File: src/rca_cfg_pkg.sv
`default_nettype none

package rca_cfg_pkg;

    // width of every operand, result and LSQ address or data word.
    localparam int XLEN = 32;

    // shift amounts use the low bits of input 2.
    localparam int SHAMT_W = $clog2(XLEN);

    // entries per operand FIFO. A producer starts with this many credits.
    localparam int FIFO_DEPTH = 4;
    localparam int FIFO_PTR_W = $clog2(FIFO_DEPTH);
    localparam int FIFO_CNT_W = $clog2(FIFO_DEPTH + 1);

    localparam int NUM_SLOTS = 2;
    localparam int SLOT_ID_W = 1;

    // one outstanding load per slot.
    localparam int LSQ_TAG_DEPTH = 2;
    localparam int LSQ_TAG_PTR_W = $clog2(LSQ_TAG_DEPTH);

endpackage

`default_nettype wire

File: src/rca_op_pkg.sv
`default_nettype none

package rca_op_pkg;

    localparam logic KIND_ALU = 1'b0;
    localparam logic KIND_MEM = 1'b1;

    localparam int OFFSET_W = 12;

    typedef enum logic [2:0] {
        ALU_ADD   = 3'd0,
        ALU_SUB   = 3'd1,
        ALU_AND   = 3'd2,
        ALU_OR    = 3'd3,
        ALU_XOR   = 3'd4,
        ALU_SLL   = 3'd5,
        ALU_SRL   = 3'd6,
        ALU_PASS1 = 3'd7 // only input 1 is consumed.
    } alu_op_e;

    // the ALU view of a configuration word.
    typedef struct packed {
        logic        kind;
        logic [27:0] rsvd;
        alu_op_e     alu_op;
    } slot_alu_cfg_t;

    // the memory view. The offset is added to input 1 to form the address.
    typedef struct packed {
        logic                       kind;
        logic signed [OFFSET_W-1:0] offset;
        logic [14:0]                rsvd;
        logic                       store;
        logic [2:0]                 fn3;
    } slot_mem_cfg_t;

    typedef union packed {
        slot_alu_cfg_t alu;
        slot_mem_cfg_t mem;
    } slot_op_u;

endpackage

`default_nettype wire

File: src/operand_fifo.sv
`timescale 1ns/1ps
`default_nettype none

module operand_fifo
    import rca_cfg_pkg::*;
(
    input  logic            clk,
    input  logic            rst,
    input  logic            push,
    input  logic [XLEN-1:0] data_in,
    input  logic            pop,
    input  logic            drop,
    output logic [XLEN-1:0] data_out,
    output logic            valid,
    output logic            credit
);

    logic [XLEN-1:0]       mem [FIFO_DEPTH];
    logic [FIFO_PTR_W-1:0] wr_ptr;
    logic [FIFO_PTR_W-1:0] rd_ptr;
    logic [FIFO_CNT_W-1:0] count;
    logic                  do_push;
    logic                  do_pop;

    assign do_push = push && (count != FIFO_CNT_W'(FIFO_DEPTH));
    assign do_pop = pop && valid;

    assign valid = (count != '0);
    assign data_out = mem[rd_ptr]; // head word is read straight from storage.

    always_ff @(posedge clk) begin
        if (do_push)
            mem[wr_ptr] <= data_in;
    end

    // depth is a power of two so both pointers wrap on their own.
    always_ff @(posedge clk) begin
        if (rst) begin
            wr_ptr <= '0;
            rd_ptr <= '0;
            count <= '0;
        end else begin
            if (do_push)
                wr_ptr <= wr_ptr + 1'b1;
            if (do_pop)
                rd_ptr <= rd_ptr + 1'b1;
            count <= count + FIFO_CNT_W'(do_push) - FIFO_CNT_W'(do_pop);
        end
    end

    // one credit goes back for every freed entry or dropped arrival.
    always_ff @(posedge clk) begin
        if (rst)
            credit <= 1'b0;
        else
            credit <= do_pop || drop;
    end

endmodule

`default_nettype wire

File: src/slot_op_unit.sv
`timescale 1ns/1ps
`default_nettype none

module slot_op_unit
    import rca_cfg_pkg::*;
    import rca_op_pkg::*;
(
    input  logic            clk,
    input  logic            rst,
    input  slot_op_u        cfg,
    input  logic [XLEN-1:0] data_in1,
    input  logic [XLEN-1:0] data_in2,
    input  logic            data_valid_in1,
    input  logic            data_valid_in2,
    input  logic            out_ready,
    input  logic            lsq_grant,
    input  logic [XLEN-1:0] load_data,
    input  logic            load_complete,
    output logic [XLEN-1:0] data_out,
    output logic            data_valid_out,
    output logic            data_in_ack1,
    output logic            data_in_ack2,
    output logic            uses_data_in1,
    output logic            uses_data_in2,
    output logic [XLEN-1:0] addr,
    output logic [XLEN-1:0] data,
    output logic [2:0]      fn3,
    output logic            load,
    output logic            store,
    output logic            new_request
);

    logic            is_mem;
    logic            operands_ready;
    logic            alu_fire;
    logic            mem_fire;
    logic            load_pending;
    logic [XLEN-1:0] alu_result;
    logic [XLEN-1:0] offset_ext;

    assign is_mem = (cfg.alu.kind == KIND_MEM); // kind is the same bit in both views.
    assign uses_data_in1 = 1'b1; // every operation reads input 1.
    assign uses_data_in2 = is_mem ? cfg.mem.store : (cfg.alu.alu_op != ALU_PASS1);
    assign operands_ready = data_valid_in1 && (data_valid_in2 || !uses_data_in2);

    always_comb begin
        case (cfg.alu.alu_op)
            ALU_ADD: alu_result = data_in1 + data_in2;
            ALU_SUB: alu_result = data_in1 - data_in2;
            ALU_AND: alu_result = data_in1 & data_in2;
            ALU_OR:  alu_result = data_in1 | data_in2;
            ALU_XOR: alu_result = data_in1 ^ data_in2;
            ALU_SLL: alu_result = data_in1 << data_in2[SHAMT_W-1:0];
            ALU_SRL: alu_result = data_in1 >> data_in2[SHAMT_W-1:0];
            default: alu_result = data_in1;
        endcase
    end

    // ALU results need a downstream credit before they are computed.
    assign alu_fire = !is_mem && operands_ready && out_ready;

    // A load reserves its output credit at issue. Stores never produce output.
    assign new_request = is_mem && operands_ready && !load_pending
                         && (cfg.mem.store || out_ready);
    assign mem_fire = new_request && lsq_grant;

    assign data_in_ack1 = alu_fire || mem_fire;
    assign data_in_ack2 = uses_data_in2 && (alu_fire || mem_fire);

    assign offset_ext = {{(XLEN-OFFSET_W){cfg.mem.offset[OFFSET_W-1]}}, cfg.mem.offset};
    assign addr = data_in1 + offset_ext;
    assign data = data_in2; // store data comes from input 2.
    assign fn3 = cfg.mem.fn3;
    assign load = is_mem && !cfg.mem.store;
    assign store = is_mem && cfg.mem.store;

    always_ff @(posedge clk) begin
        if (rst) begin
            data_valid_out <= 1'b0;
            load_pending <= 1'b0;
        end else begin
            data_valid_out <= alu_fire || load_complete;
            if (mem_fire && load)
                load_pending <= 1'b1;
            else if (load_complete)
                load_pending <= 1'b0;
        end
    end

    always_ff @(posedge clk) begin
        if (alu_fire)
            data_out <= alu_result;
        else if (load_complete)
            data_out <= load_data; // the LSQ returns whole words.
    end

endmodule

`default_nettype wire

File: src/slot_config_regs.sv
`timescale 1ns/1ps
`default_nettype none

module slot_config_regs
    import rca_cfg_pkg::*;
    import rca_op_pkg::*;
(
    input  logic                 clk,
    input  logic                 rst,
    input  logic                 cfg_we,
    input  logic [SLOT_ID_W-1:0] cfg_slot,
    input  logic [XLEN-1:0]      cfg_word,
    output slot_op_u             slot0_cfg,
    output slot_op_u             slot1_cfg
);

    slot_op_u cfg_q [NUM_SLOTS];

    // each slot comes out of reset as an adder.
    always_ff @(posedge clk) begin
        if (rst) begin
            for (int i = 0; i < NUM_SLOTS; i++) begin
                cfg_q[i].alu.kind <= KIND_ALU;
                cfg_q[i].alu.rsvd <= '0;
                cfg_q[i].alu.alu_op <= ALU_ADD;
            end
        end else if (cfg_we) begin
            cfg_q[cfg_slot] <= cfg_word; // write is seen by the slot at the next edge.
        end
    end

    assign slot0_cfg = cfg_q[0];
    assign slot1_cfg = cfg_q[1];

endmodule

`default_nettype wire

File: src/grid_pr_slot.sv
`timescale 1ns/1ps
`default_nettype none

module grid_pr_slot
    import rca_cfg_pkg::*;
    import rca_op_pkg::*;
(
    input  logic            clk,
    input  logic            rst,
    input  slot_op_u        cfg,
    input  logic [XLEN-1:0] data_in1,
    input  logic [XLEN-1:0] data_in2,
    input  logic            data_valid_in1,
    input  logic            data_valid_in2,
    input  logic            out_credit,
    input  logic            lsq_grant,
    input  logic [XLEN-1:0] load_data,
    input  logic            load_complete,
    output logic            in1_credit,
    output logic            in2_credit,
    output logic [XLEN-1:0] data_out,
    output logic            data_valid_out,
    output logic [XLEN-1:0] addr,
    output logic [XLEN-1:0] data,
    output logic [2:0]      fn3,
    output logic            load,
    output logic            store,
    output logic            new_request
);

    logic [XLEN-1:0]       fifo1_data;
    logic [XLEN-1:0]       fifo2_data;
    logic                  fifo1_valid;
    logic                  fifo2_valid;
    logic                  ack1;
    logic                  ack2;
    logic                  uses_data_in1;
    logic                  uses_data_in2;
    logic                  out_ready;
    logic [FIFO_CNT_W-1:0] credit_cnt;
    logic [FIFO_CNT_W-1:0] credit_next;

    // operands for an input the operation ignores are dropped right away.
    operand_fifo input1_fifo (
        .clk, .rst,
        .push(data_valid_in1 && uses_data_in1),
        .data_in(data_in1),
        .pop(ack1),
        .drop(data_valid_in1 && !uses_data_in1),
        .data_out(fifo1_data),
        .valid(fifo1_valid),
        .credit(in1_credit)
    );

    operand_fifo input2_fifo (
        .clk, .rst,
        .push(data_valid_in2 && uses_data_in2),
        .data_in(data_in2),
        .pop(ack2),
        .drop(data_valid_in2 && !uses_data_in2),
        .data_out(fifo2_data),
        .valid(fifo2_valid),
        .credit(in2_credit)
    );

    // a credit is spent on the output beat. The beat in flight is already committed.
    always_comb begin
        credit_next = credit_cnt + FIFO_CNT_W'(out_credit) - FIFO_CNT_W'(data_valid_out);
        if (credit_next > FIFO_CNT_W'(FIFO_DEPTH))
            credit_next = FIFO_CNT_W'(FIFO_DEPTH); // saturates when the credit line is tied high.
    end

    always_ff @(posedge clk) begin
        if (rst)
            credit_cnt <= FIFO_CNT_W'(FIFO_DEPTH);
        else
            credit_cnt <= credit_next;
    end

    assign out_ready = (credit_cnt > FIFO_CNT_W'(data_valid_out));

    slot_op_unit ou (
        .clk, .rst, .cfg,
        .data_in1(fifo1_data),
        .data_in2(fifo2_data),
        .data_valid_in1(fifo1_valid),
        .data_valid_in2(fifo2_valid),
        .out_ready, .lsq_grant, .load_data, .load_complete,
        .data_out, .data_valid_out,
        .data_in_ack1(ack1),
        .data_in_ack2(ack2),
        .uses_data_in1, .uses_data_in2,
        .addr, .data, .fn3, .load, .store, .new_request
    );

endmodule

`default_nettype wire

File: src/lsq_port_arbiter.sv
`timescale 1ns/1ps
`default_nettype none

module lsq_port_arbiter
    import rca_cfg_pkg::*;
(
    input  logic            clk,
    input  logic            rst,
    input  logic [XLEN-1:0] addr0,
    input  logic [XLEN-1:0] data0,
    input  logic [2:0]      fn3_0,
    input  logic            load0,
    input  logic            store0,
    input  logic            req0,
    input  logic [XLEN-1:0] addr1,
    input  logic [XLEN-1:0] data1,
    input  logic [2:0]      fn3_1,
    input  logic            load1,
    input  logic            store1,
    input  logic            req1,
    input  logic            lsq_full,
    input  logic [XLEN-1:0] lsq_load_data,
    input  logic            lsq_load_complete,
    output logic            grant0,
    output logic            grant1,
    output logic            load_complete0,
    output logic            load_complete1,
    output logic [XLEN-1:0] load_data,
    output logic [XLEN-1:0] lsq_addr,
    output logic [XLEN-1:0] lsq_data,
    output logic [2:0]      lsq_fn3,
    output logic            lsq_load,
    output logic            lsq_store,
    output logic            lsq_new_request
);

    logic [SLOT_ID_W-1:0]     tag_q [LSQ_TAG_DEPTH];
    logic [LSQ_TAG_PTR_W-1:0] tag_wr_ptr;
    logic [LSQ_TAG_PTR_W-1:0] tag_rd_ptr;
    logic                     tag_push;

    assign grant1 = req1 && !lsq_full; // slot 1 wins so the downstream slot drains first.
    assign grant0 = req0 && !lsq_full && !req1;

    assign lsq_new_request = grant0 || grant1;
    assign lsq_addr = grant1 ? addr1 : addr0;
    assign lsq_data = grant1 ? data1 : data0;
    assign lsq_fn3 = grant1 ? fn3_1 : fn3_0;
    assign lsq_load = grant1 ? load1 : load0;
    assign lsq_store = grant1 ? store1 : store0;

    // completions come back in issue order, so a tag queue is enough.
    assign tag_push = lsq_new_request && lsq_load;

    always_ff @(posedge clk) begin
        if (tag_push)
            tag_q[tag_wr_ptr] <= SLOT_ID_W'(grant1);
    end

    always_ff @(posedge clk) begin
        if (rst) begin
            tag_wr_ptr <= '0;
            tag_rd_ptr <= '0;
        end else begin
            if (tag_push)
                tag_wr_ptr <= tag_wr_ptr + 1'b1;
            if (lsq_load_complete)
                tag_rd_ptr <= tag_rd_ptr + 1'b1;
        end
    end

    assign load_complete0 = lsq_load_complete && (tag_q[tag_rd_ptr] == SLOT_ID_W'(0));
    assign load_complete1 = lsq_load_complete && (tag_q[tag_rd_ptr] == SLOT_ID_W'(1));
    assign load_data = lsq_load_data; // only the slot with the pulse takes it.

endmodule

`default_nettype wire

File: src/rca_grid.sv
`timescale 1ns/1ps
`default_nettype none

module rca_grid
    import rca_cfg_pkg::*;
    import rca_op_pkg::*;
(
    input  logic                 clk,
    input  logic                 rst,
    input  logic                 cfg_we,
    input  logic [SLOT_ID_W-1:0] cfg_slot,
    input  logic [XLEN-1:0]      cfg_word,
    input  logic                 a_in1_valid,
    input  logic [XLEN-1:0]      a_in1_data,
    output logic                 a_in1_credit,
    input  logic                 a_in2_valid,
    input  logic [XLEN-1:0]      a_in2_data,
    output logic                 a_in2_credit,
    input  logic                 b_in2_valid,
    input  logic [XLEN-1:0]      b_in2_data,
    output logic                 b_in2_credit,
    output logic [XLEN-1:0]      lsq_addr,
    output logic [XLEN-1:0]      lsq_data,
    output logic [2:0]           lsq_fn3,
    output logic                 lsq_load,
    output logic                 lsq_store,
    output logic                 lsq_new_request,
    input  logic                 lsq_full,
    input  logic [XLEN-1:0]      lsq_load_data,
    input  logic                 lsq_load_complete,
    output logic [XLEN-1:0]      data_out,
    output logic                 data_valid_out
);

    slot_op_u        slot_cfg [NUM_SLOTS];
    logic [XLEN-1:0] s0_data;
    logic            s0_valid;
    logic            s1_in1_credit;
    logic [XLEN-1:0] load_data;
    logic [XLEN-1:0] addr0, addr1, data0, data1;
    logic [2:0]      fn3_0, fn3_1;
    logic            load0, load1, store0, store1, req0, req1;
    logic            grant0, grant1, load_complete0, load_complete1;

    slot_config_regs cfg_regs (
        .clk, .rst, .cfg_we, .cfg_slot, .cfg_word,
        .slot0_cfg(slot_cfg[0]),
        .slot1_cfg(slot_cfg[1])
    );

    grid_pr_slot slot0 (
        .clk, .rst, .cfg(slot_cfg[0]),
        .data_in1(a_in1_data), .data_in2(a_in2_data),
        .data_valid_in1(a_in1_valid), .data_valid_in2(a_in2_valid),
        .out_credit(s1_in1_credit),
        .lsq_grant(grant0), .load_data, .load_complete(load_complete0),
        .in1_credit(a_in1_credit), .in2_credit(a_in2_credit),
        .data_out(s0_data), .data_valid_out(s0_valid),
        .addr(addr0), .data(data0), .fn3(fn3_0),
        .load(load0), .store(store0), .new_request(req0)
    );

    // the sink always accepts, so slot 1 gets a credit back every cycle.
    grid_pr_slot slot1 (
        .clk, .rst, .cfg(slot_cfg[1]),
        .data_in1(s0_data), .data_in2(b_in2_data),
        .data_valid_in1(s0_valid), .data_valid_in2(b_in2_valid),
        .out_credit(1'b1),
        .lsq_grant(grant1), .load_data, .load_complete(load_complete1),
        .in1_credit(s1_in1_credit), .in2_credit(b_in2_credit),
        .data_out, .data_valid_out,
        .addr(addr1), .data(data1), .fn3(fn3_1),
        .load(load1), .store(store1), .new_request(req1)
    );

    lsq_port_arbiter lsq_arb (
        .clk, .rst,
        .addr0, .data0, .fn3_0, .load0, .store0, .req0,
        .addr1, .data1, .fn3_1, .load1, .store1, .req1,
        .lsq_full, .lsq_load_data, .lsq_load_complete,
        .grant0, .grant1, .load_complete0, .load_complete1, .load_data,
        .lsq_addr, .lsq_data, .lsq_fn3, .lsq_load, .lsq_store, .lsq_new_request
    );

endmodule

`default_nettype wire

File: config.mk
export PLATFORM = sky130hd
export DESIGN_NAME = rca_grid
export DESIGN_NICKNAME = d
export VERILOG_FILES = /design/src/rca_cfg_pkg.sv /design/src/rca_op_pkg.sv /design/src/operand_fifo.sv /design/src/slot_op_unit.sv /design/src/slot_config_regs.sv /design/src/grid_pr_slot.sv /design/src/lsq_port_arbiter.sv /design/src/rca_grid.sv
export SDC_FILE = /design/constraint.sdc
export NUM_CORES = 2
export LEC_CHECK = 0
export ABC_AREA = 0
export BUFFER_PORTS_ARGS = -buffer_cell sky130_fd_sc_hd__buf_2
export CORE_MARGIN = 1.5
export CORE_UTILIZATION = 55
export CTS_CLUSTER_SIZE = 28
export DETAILED_ROUTE_END_ITERATION = 10
export PLACE_DENSITY = 0.74
export SYNTH_ARGS = -nofsm -noshare
export SYNTH_HDL_FRONTEND = slang
export SYNTH_HIERARCHICAL = 1
export SYNTH_SLANG_ARGS = --single-unit
export TNS_END_PERCENT = 1
File: constraint.sdc
create_clock -name clk -period 6.1 [get_ports clk]
set_clock_uncertainty 0.2 [all_clocks]
set_input_delay 1.22 -clock clk [delete_from_list [all_inputs] [get_ports clk]]
set_output_delay 1.22 -clock clk [all_outputs]
set_load 0.01 [all_outputs]
-- Yosys cells after proc, flatten, opt, wreduce, memory -nomap -nowiden
Memories as Yosys holds them, arrays and structs flattened. A register that Yosys moved wholly into a read port is not among the register bits.
Cells that the tools add are included.
- register bits: 108
- RAM bits: 578
- bits of input ports: 169
- output and inout port bits: 106
- logic and storage cells: 212
- memories: 6
- memories (memory ; depth ; bits a word ; rd ports ; clocked after Yosys merged registers in ; write ports ; line ; RTL):
    slot0.input1_fifo.mem ; 4 ; 32 ; 1 ; 1 ; 1 ; operand_fifo.sv:18 ; logic [XLEN-1:0] mem [FIFO_DEPTH];
    slot0.input2_fifo.mem ; 4 ; 32 ; 1 ; 1 ; 1 ; operand_fifo.sv:18 ;
    slot1.input1_fifo.mem ; 4 ; 32 ; 1 ; 1 ; 1 ; operand_fifo.sv:18 ;
    slot1.input2_fifo.mem ; 4 ; 32 ; 1 ; 1 ; 1 ; operand_fifo.sv:18 ;
    cfg_regs.cfg_q ; 2 ; 32 ; 2 ; 0 ; 2 ; slot_config_regs.sv:17 ; slot_op_u cfg_q [NUM_SLOTS];
    lsq_arb.tag_q ; 2 ; 1 ; 1 ; 1 ; 1 ; lsq_port_arbiter.sv:37 ; logic [SLOT_ID_W-1:0] tag_q [LSQ_TAG_DEPTH];
- $add $sub $neg: 28
- $lt $le $gt $ge: 4
- eq/ne operators: 18
- shift-type cells: 4
- multiplexer cells: 45
- bitwise logic cells: 7
- reduce and logical (&&, ||, !) cells: 74
- operator list (operator ; number):
    case mux 32 bit (7 select lines) ; 2
    two-way mux 32 bit ; 7
    adder 32 bit ; 4
    bitwise AND 32 bit ; 2
    OR 32 bit ; 2
    << shifter 32 x 5 -> 32 bit ; 2
    right shift 32 x 5 -> 32 bit ; 2
    subtractor 32 bit ; 2
    bitwise XOR 32 bit ; 2
    logical AND 1 bit ; 40
    OR reduction 32 bit ; 1
    two-way mux 1 bit ; 27
    equality test 3 bit (second input constant) ; 6
    inequality test 3 bit (second input constant) ; 6
    subtractor 3 x 1 -> 3 bit ; 6
    adder 2 x 1 -> 2 bit (second input constant) ; 8
    two-way mux 2 bit ; 8
    adder 3 x 1 -> 3 bit ; 5
    equality test 3 x 2 -> 1 bit (second input constant) ; 4
    nonzero test 3 bit ; 4
    logical OR 1 bit ; 11
    logical NOT 1 bit ; 10
    nonzero test 2 bit ; 4
    equality test 3 x 1 -> 1 bit (second input constant) ; 2
    8 further kinds ; 13

-- Logic depth before layout (Yosys ltp)
An unclocked memory read counts as a cell.
- depth after elaboration: 17
- depth in mapped cells: 26
- depth with buffers taken out: 21

-- Cells and area by module
Netlist, hierarchy kept.
- by module, submodules not included (module ; instances ; cells an instance ; area an instance (sq um) ; seq. area each (sq um)):
    operand_fifo ; 4 ; 218 ; 5151.2 ; 4043.9
    slot_op_unit (slot0.ou) ; 1 ; 1475 ; 11085.6 ; 1001.0
    slot_op_unit (slot1.ou) ; 1 ; 1533 ; 11040.6 ; 1001.0
    slot_config_regs ; 1 ; 141 ; 2423.6 ; 1921.8
    lsq_port_arbiter ; 1 ; 276 ; 1321.3 ; 120.1
    grid_pr_slot ; 2 ; 23 ; 216.5 ; 60.1
    rca_grid ; 1 ; 1 ; 3.8 ; 0.0

-- Worst setup path before layout
No wires, ideal clock.
- path kind: register to register
- start: register with a tool-made name
- end: register slot0.ou.data_out[27], data pin
- library setup time: 260 ps
- arrival time: 5098 ps
- required time: 5640 ps
- slack: 542 ps
- cell stages (with the launch flop): 26
- buffers on the path: 5
- period minus slack after synthesis: 5558 ps
- cells stage by stage: dfxtp_1 -> buf_6 -> buf_12 -> mux4_2 -> clkbuf_1 -> buf_4 -> buf_4 -> inv_2 -> ha_1 -> nor2b_1 -> nand2_1 -> or3_1 -> nand2b_4 -> nand2b_4 -> o31ai_1 -> xnor2_1 -> ha_1 -> nand3_1 -> nand2_1 -> a21oi_1 -> o21bai_1 -> a21oi_1 -> mux2_2 -> a31oi_1 -> nand3_1 -> mux2_2
- RTL lines (element ; line ; RTL):
    end signal: assignment ; slot_op_unit.sv:92 ; data_out <= alu_result;
    end signal: assignment ; slot_op_unit.sv:94 ; data_out <= load_data;
    end: declaration ; slot_op_unit.sv:19 ; output logic [XLEN-1:0] data_out,

==> impl_metrics.sql <==
INSERT INTO impl_metrics (metric_group, metric, value, unit) VALUES
('global_routing', 'grt_remaining_overflow', '0', ''),
('floorplanning', 'ios', '275', ''),
('sta', 'worstMarginPinSlew', '1.146', 'ns'),
('floorplanning', 'die_h', '291.6', 'um'),
('global_routing', 'grt_max_degree', '70', ''),
('sta', 'maxSlewViolCount', '0', ''),
('logic_synthesis', 'yosysWarnings', '6', ''),
('power_and_ir_drop', 'power.leakage', '19.77', 'nW'),
('placed_design', 'buffer_ports.inserted', '259', ''),
('run_status', 'status', 'complete, no violations', ''),
('cells_and_area', 'final_area', '50600', 'um2'),
('detailed_routing', 'drc', '0', ''),
('critical_path', 'worstPathCellList', 'buf_12 -> mux4_2 -> ha_4 -> a21oi_1 -> o21ai_0 -> and3_1 -> or4_4 -> a311o_1 -> a21o_1 -> nand4_1 -> and3b_1 -> xnor2_1 -> nand2_1 -> nand2_2 -> buf_2', ''),
('logic_synthesis', 'postSynthCellCount', '4283', ''),
('clocking', 'cts_tree', 'done', ''),
('logic_synthesis', 'synth_area_per_cell', '10.70', 'um2'),
('detailed_routing', 'vias_per_cell', '6.675', ''),
('critical_path', 'critPathSlowestCell', 'mux4_2', ''),
('clocking', 'worst_setup_hold_path_clk_slew', '0.06', 'ns'),
('min_path', 'min_path_type', 'register to register', ''),
('critical_path', 'critical-path-top-delay-family', 'simple AND/OR/NAND/NOR gates', ''),
('global_routing', 'overall_track_demand_over_capacity_in_global_routing', '0.3652', ''),
('floorplanning', 'rows', '105', ''),
('critical_path', 'regToRegEndpoint', 'slot1/ou/data_out[24]', ''),
('power_and_ir_drop', 'design_power_total', '16.89', 'mW'),
('critical_path', 'critical_path.endpoint', 'lsq_addr[28]', ''),
('critical_path', 'critical_path.max_fanout', '11', ''),
('placed_design', 'gp_congestion', '1.032', ''),
('clocking', 'worstSkewPairLatency', '0.64', 'ns'),
('power_and_ir_drop', 'power_density_over_the_cells', '333.8', 'nW/um2'),
('sta', 'finalCriticalPeriod', '6.000', 'ns'),
('cells_and_area', 'fin_nets', '4934', ''),
('global_routing', 'antenna_violations_before_repair', '12', ''),
('detailed_routing', 'drt.antenna.violating_nets', '0', ''),
('critical_path', 'r2r.worst_path.cells', '20', ''),
('cells_and_area', 'layout_area_overhead', '10.43', '%'),
('logic_synthesis', 'post_synth_instance_area', '45820', 'um2'),
('sta', 'timing.slew.headroom', '0.2279', ''),
('critical_path', 'timing.critical_path.required', '4.68', 'ns'),
('clocking', 'cts-htree-levels', '3', ''),
('detailed_routing', 'detail_route.first_pass.iterations', '7', ''),
('critical_path', 'critical_path_class', 'register to output pin', ''),
('sta', 'max_clock_freq', '0.1667', 'GHz'),
('clocking', 'cts.sinks', '665', ''),
('power_and_ir_drop', 'vdd.ir_drop.worst', '293.4', 'uV'),
('clocking', 'number_of_cts_inserted_buffers', '72', ''),
('floorplanning', 'initial_utilization', '0.5571', ''),
('sta', 'final_min_period_over_clock_period', '0.9836', ''),
('detailed_routing', 'drt-initial-drc-count', '5294', ''),
('run', 'maxCapViolations', '0', ''),
('critical_path', 'critical_path_buf_inv_count', '2', ''),
('critical_path', 'slowest_delay', '0.63', 'ns'),
('sta', 'final_hold_viol_count', '0', ''),
('detailed_routing', 'num_vias', '37401', ''),
('global_routing', 'grt_pass1_vias', '35211', ''),
('critical_path', 'critPathLaunchType', 'register', ''),
('placed_design', 'detail_placement_hpwl', '116500', 'um'),
('sta', 'rsz0062_at_grt', 'yes', ''),
('sta', 'timing.final.setup_violations', '0', ''),
('min_path', 'hold_start', 'slot0/ou/load_pending', ''),
('floorplanning', 'chipWidth', '291.6', 'um'),
('critical_path', 'worstPathArrival', '4.58', 'ns'),
('critical_path', 'reg2reg_setup_slack', '0.19', 'ns'),
('logic_synthesis', 'synthesis.nets', '4750', ''),
('global_routing', 'grt_pass1_wl', '230300', 'um'),
('critical_path', 'endpoint_kind', 'output pin', ''),
('detailed_routing', 'drt_wl_total', '159400', 'um'),
('cells_and_area', 'drive_gt1_frac', '0.1969', ''),
('placed_design', 'placement.cell_area', '47820', 'um2'),
('detailed_routing', 'routedWlPerCell', '28.45', 'um'),
('clocking', 'clk_path_buf_depth', '3', ''),
('clocking', 'cts-root-buf', 'clkbuf_16', ''),
('floorplanning', 'die_area', '85050', 'um2'),
('floorplanning', 'core-area', '82240', 'um2'),
('critical_path', 'path_depth', '15', '');
final cells by class:
class / count / area [um2]
timing repair buffer: 448 / 2763
fill: 6598 / 31640
antenna: 9 / 22.52
sequential: 665 / 19450
clock buffer: 95 / 1939
clock inverter: 36 / 471.7
multi-input combinational: 3084 / 23870
tap: 1070 / 1339
inverter: 196 / 739.5
sequential cells by signal (all words and copies together), names as in the netlist, 32 cells and up, named ones only:
name / flops
cfg_regs/cfg_q: 34
slot1/input2_fifo/mem: 128
slot0/input2_fifo/mem: 128
slot0/input1_fifo/mem: 128
slot1/ou/data_out: 32
slot1/input1_fifo/mem: 128
slot0/ou/data_out: 32
how the worst min path moves through the flow:
stage                                        endpoint  slack, ns  cells past startpoint
after global placement          slot0/ou/load_pending       0.27                      2
after floorplan                 slot0/ou/load_pending       0.25                      2
after global routing      slot1/input1_fifo/mem[3][8]       0.31                      0
after CTS                 slot1/input1_fifo/mem[1][0]       0.30                      0
after detailed placement        slot0/ou/load_pending       0.28                      2
final                           slot0/ou/load_pending       0.30                      2
tightest hold or removal path, cell delays in order, from the launching register on:
cell and delay (ns):
dfxtp_1 0.33, a32oi_1 0.06, nor2_1 0.08
per-stage QoR:
step                      setup slack [ns]  utilization  TNS, ns  cells  hold slack [ns]
final                               0.1001       0.6153        0   5603           0.2996
after global routing              -0.04580       0.6151  -0.1228   5597           0.3066
after CTS                         0.006942       0.6118        0   5585           0.2961
after detailed placement            0.1439       0.5814        0   5449           0.2830
after global placement              0.3023       0.5814        0   5449           0.2673
after floorplan                     0.5424            -        0   4283           0.2545
what timing repair did:
action / CTS / global route
setup endpoints to repair: 8 / 13
setup buffers: 4 / 10
resized for setup: 8 / 49
hold buffers: 0 / 0
gates cloned: 1 / 0
pin swaps: 0 / 7
per-layer routing:
metal	up-vias	global-route usage	part of all wire
li1	16211	-	-
met1	18051	0.4986	0.38
met2	2648	0.5494	0.44
met3	485	0.1015	0.13
met4	6	0.1527	0.049
met5	-	0	0.00034
power by group:
part           leakage (nW)  internal (mW)  total, mW  switching, mW
sequential             6.05           5.40       5.58          0.180
clock                  1.17           2.57       4.44           1.86
combinational          12.6           2.44       6.87           4.43
cells in the final DEF, fill, tap and decap left out, types with 20 or more instances in the layout:
| cell type | n |
|---|---|
| a211oi_1 | 38 |
| a21o_1 | 55 |
| a21oi_1 | 197 |
| a221oi_1 | 34 |
| a22oi_1 | 34 |
| a31oi_1 | 40 |
| and2_1 | 79 |
| and3_1 | 21 |
| buf_2 | 259 |
| buf_4 | 181 |
| clkbuf_16 | 73 |
| dfxtp_1 | 48 |
| edfxtp_1 | 612 |
| ha_1 | 273 |
| inv_1 | 188 |
| mux2_2 | 34 |
| mux2i_1 | 109 |
| mux4_2 | 203 |
| nand2_1 | 598 |
| nand2b_1 | 25 |
| nand3_1 | 52 |
| nor2_1 | 329 |
| nor2b_1 | 36 |
| nor3_1 | 58 |
| o211ai_1 | 40 |
| o21a_1 | 26 |
| o21ai_0 | 258 |
| o22ai_1 | 33 |
| or3_1 | 20 |
| xnor2_1 | 130 |
| xor2_1 | 41 |
Power figures use the tool's default switching activity.
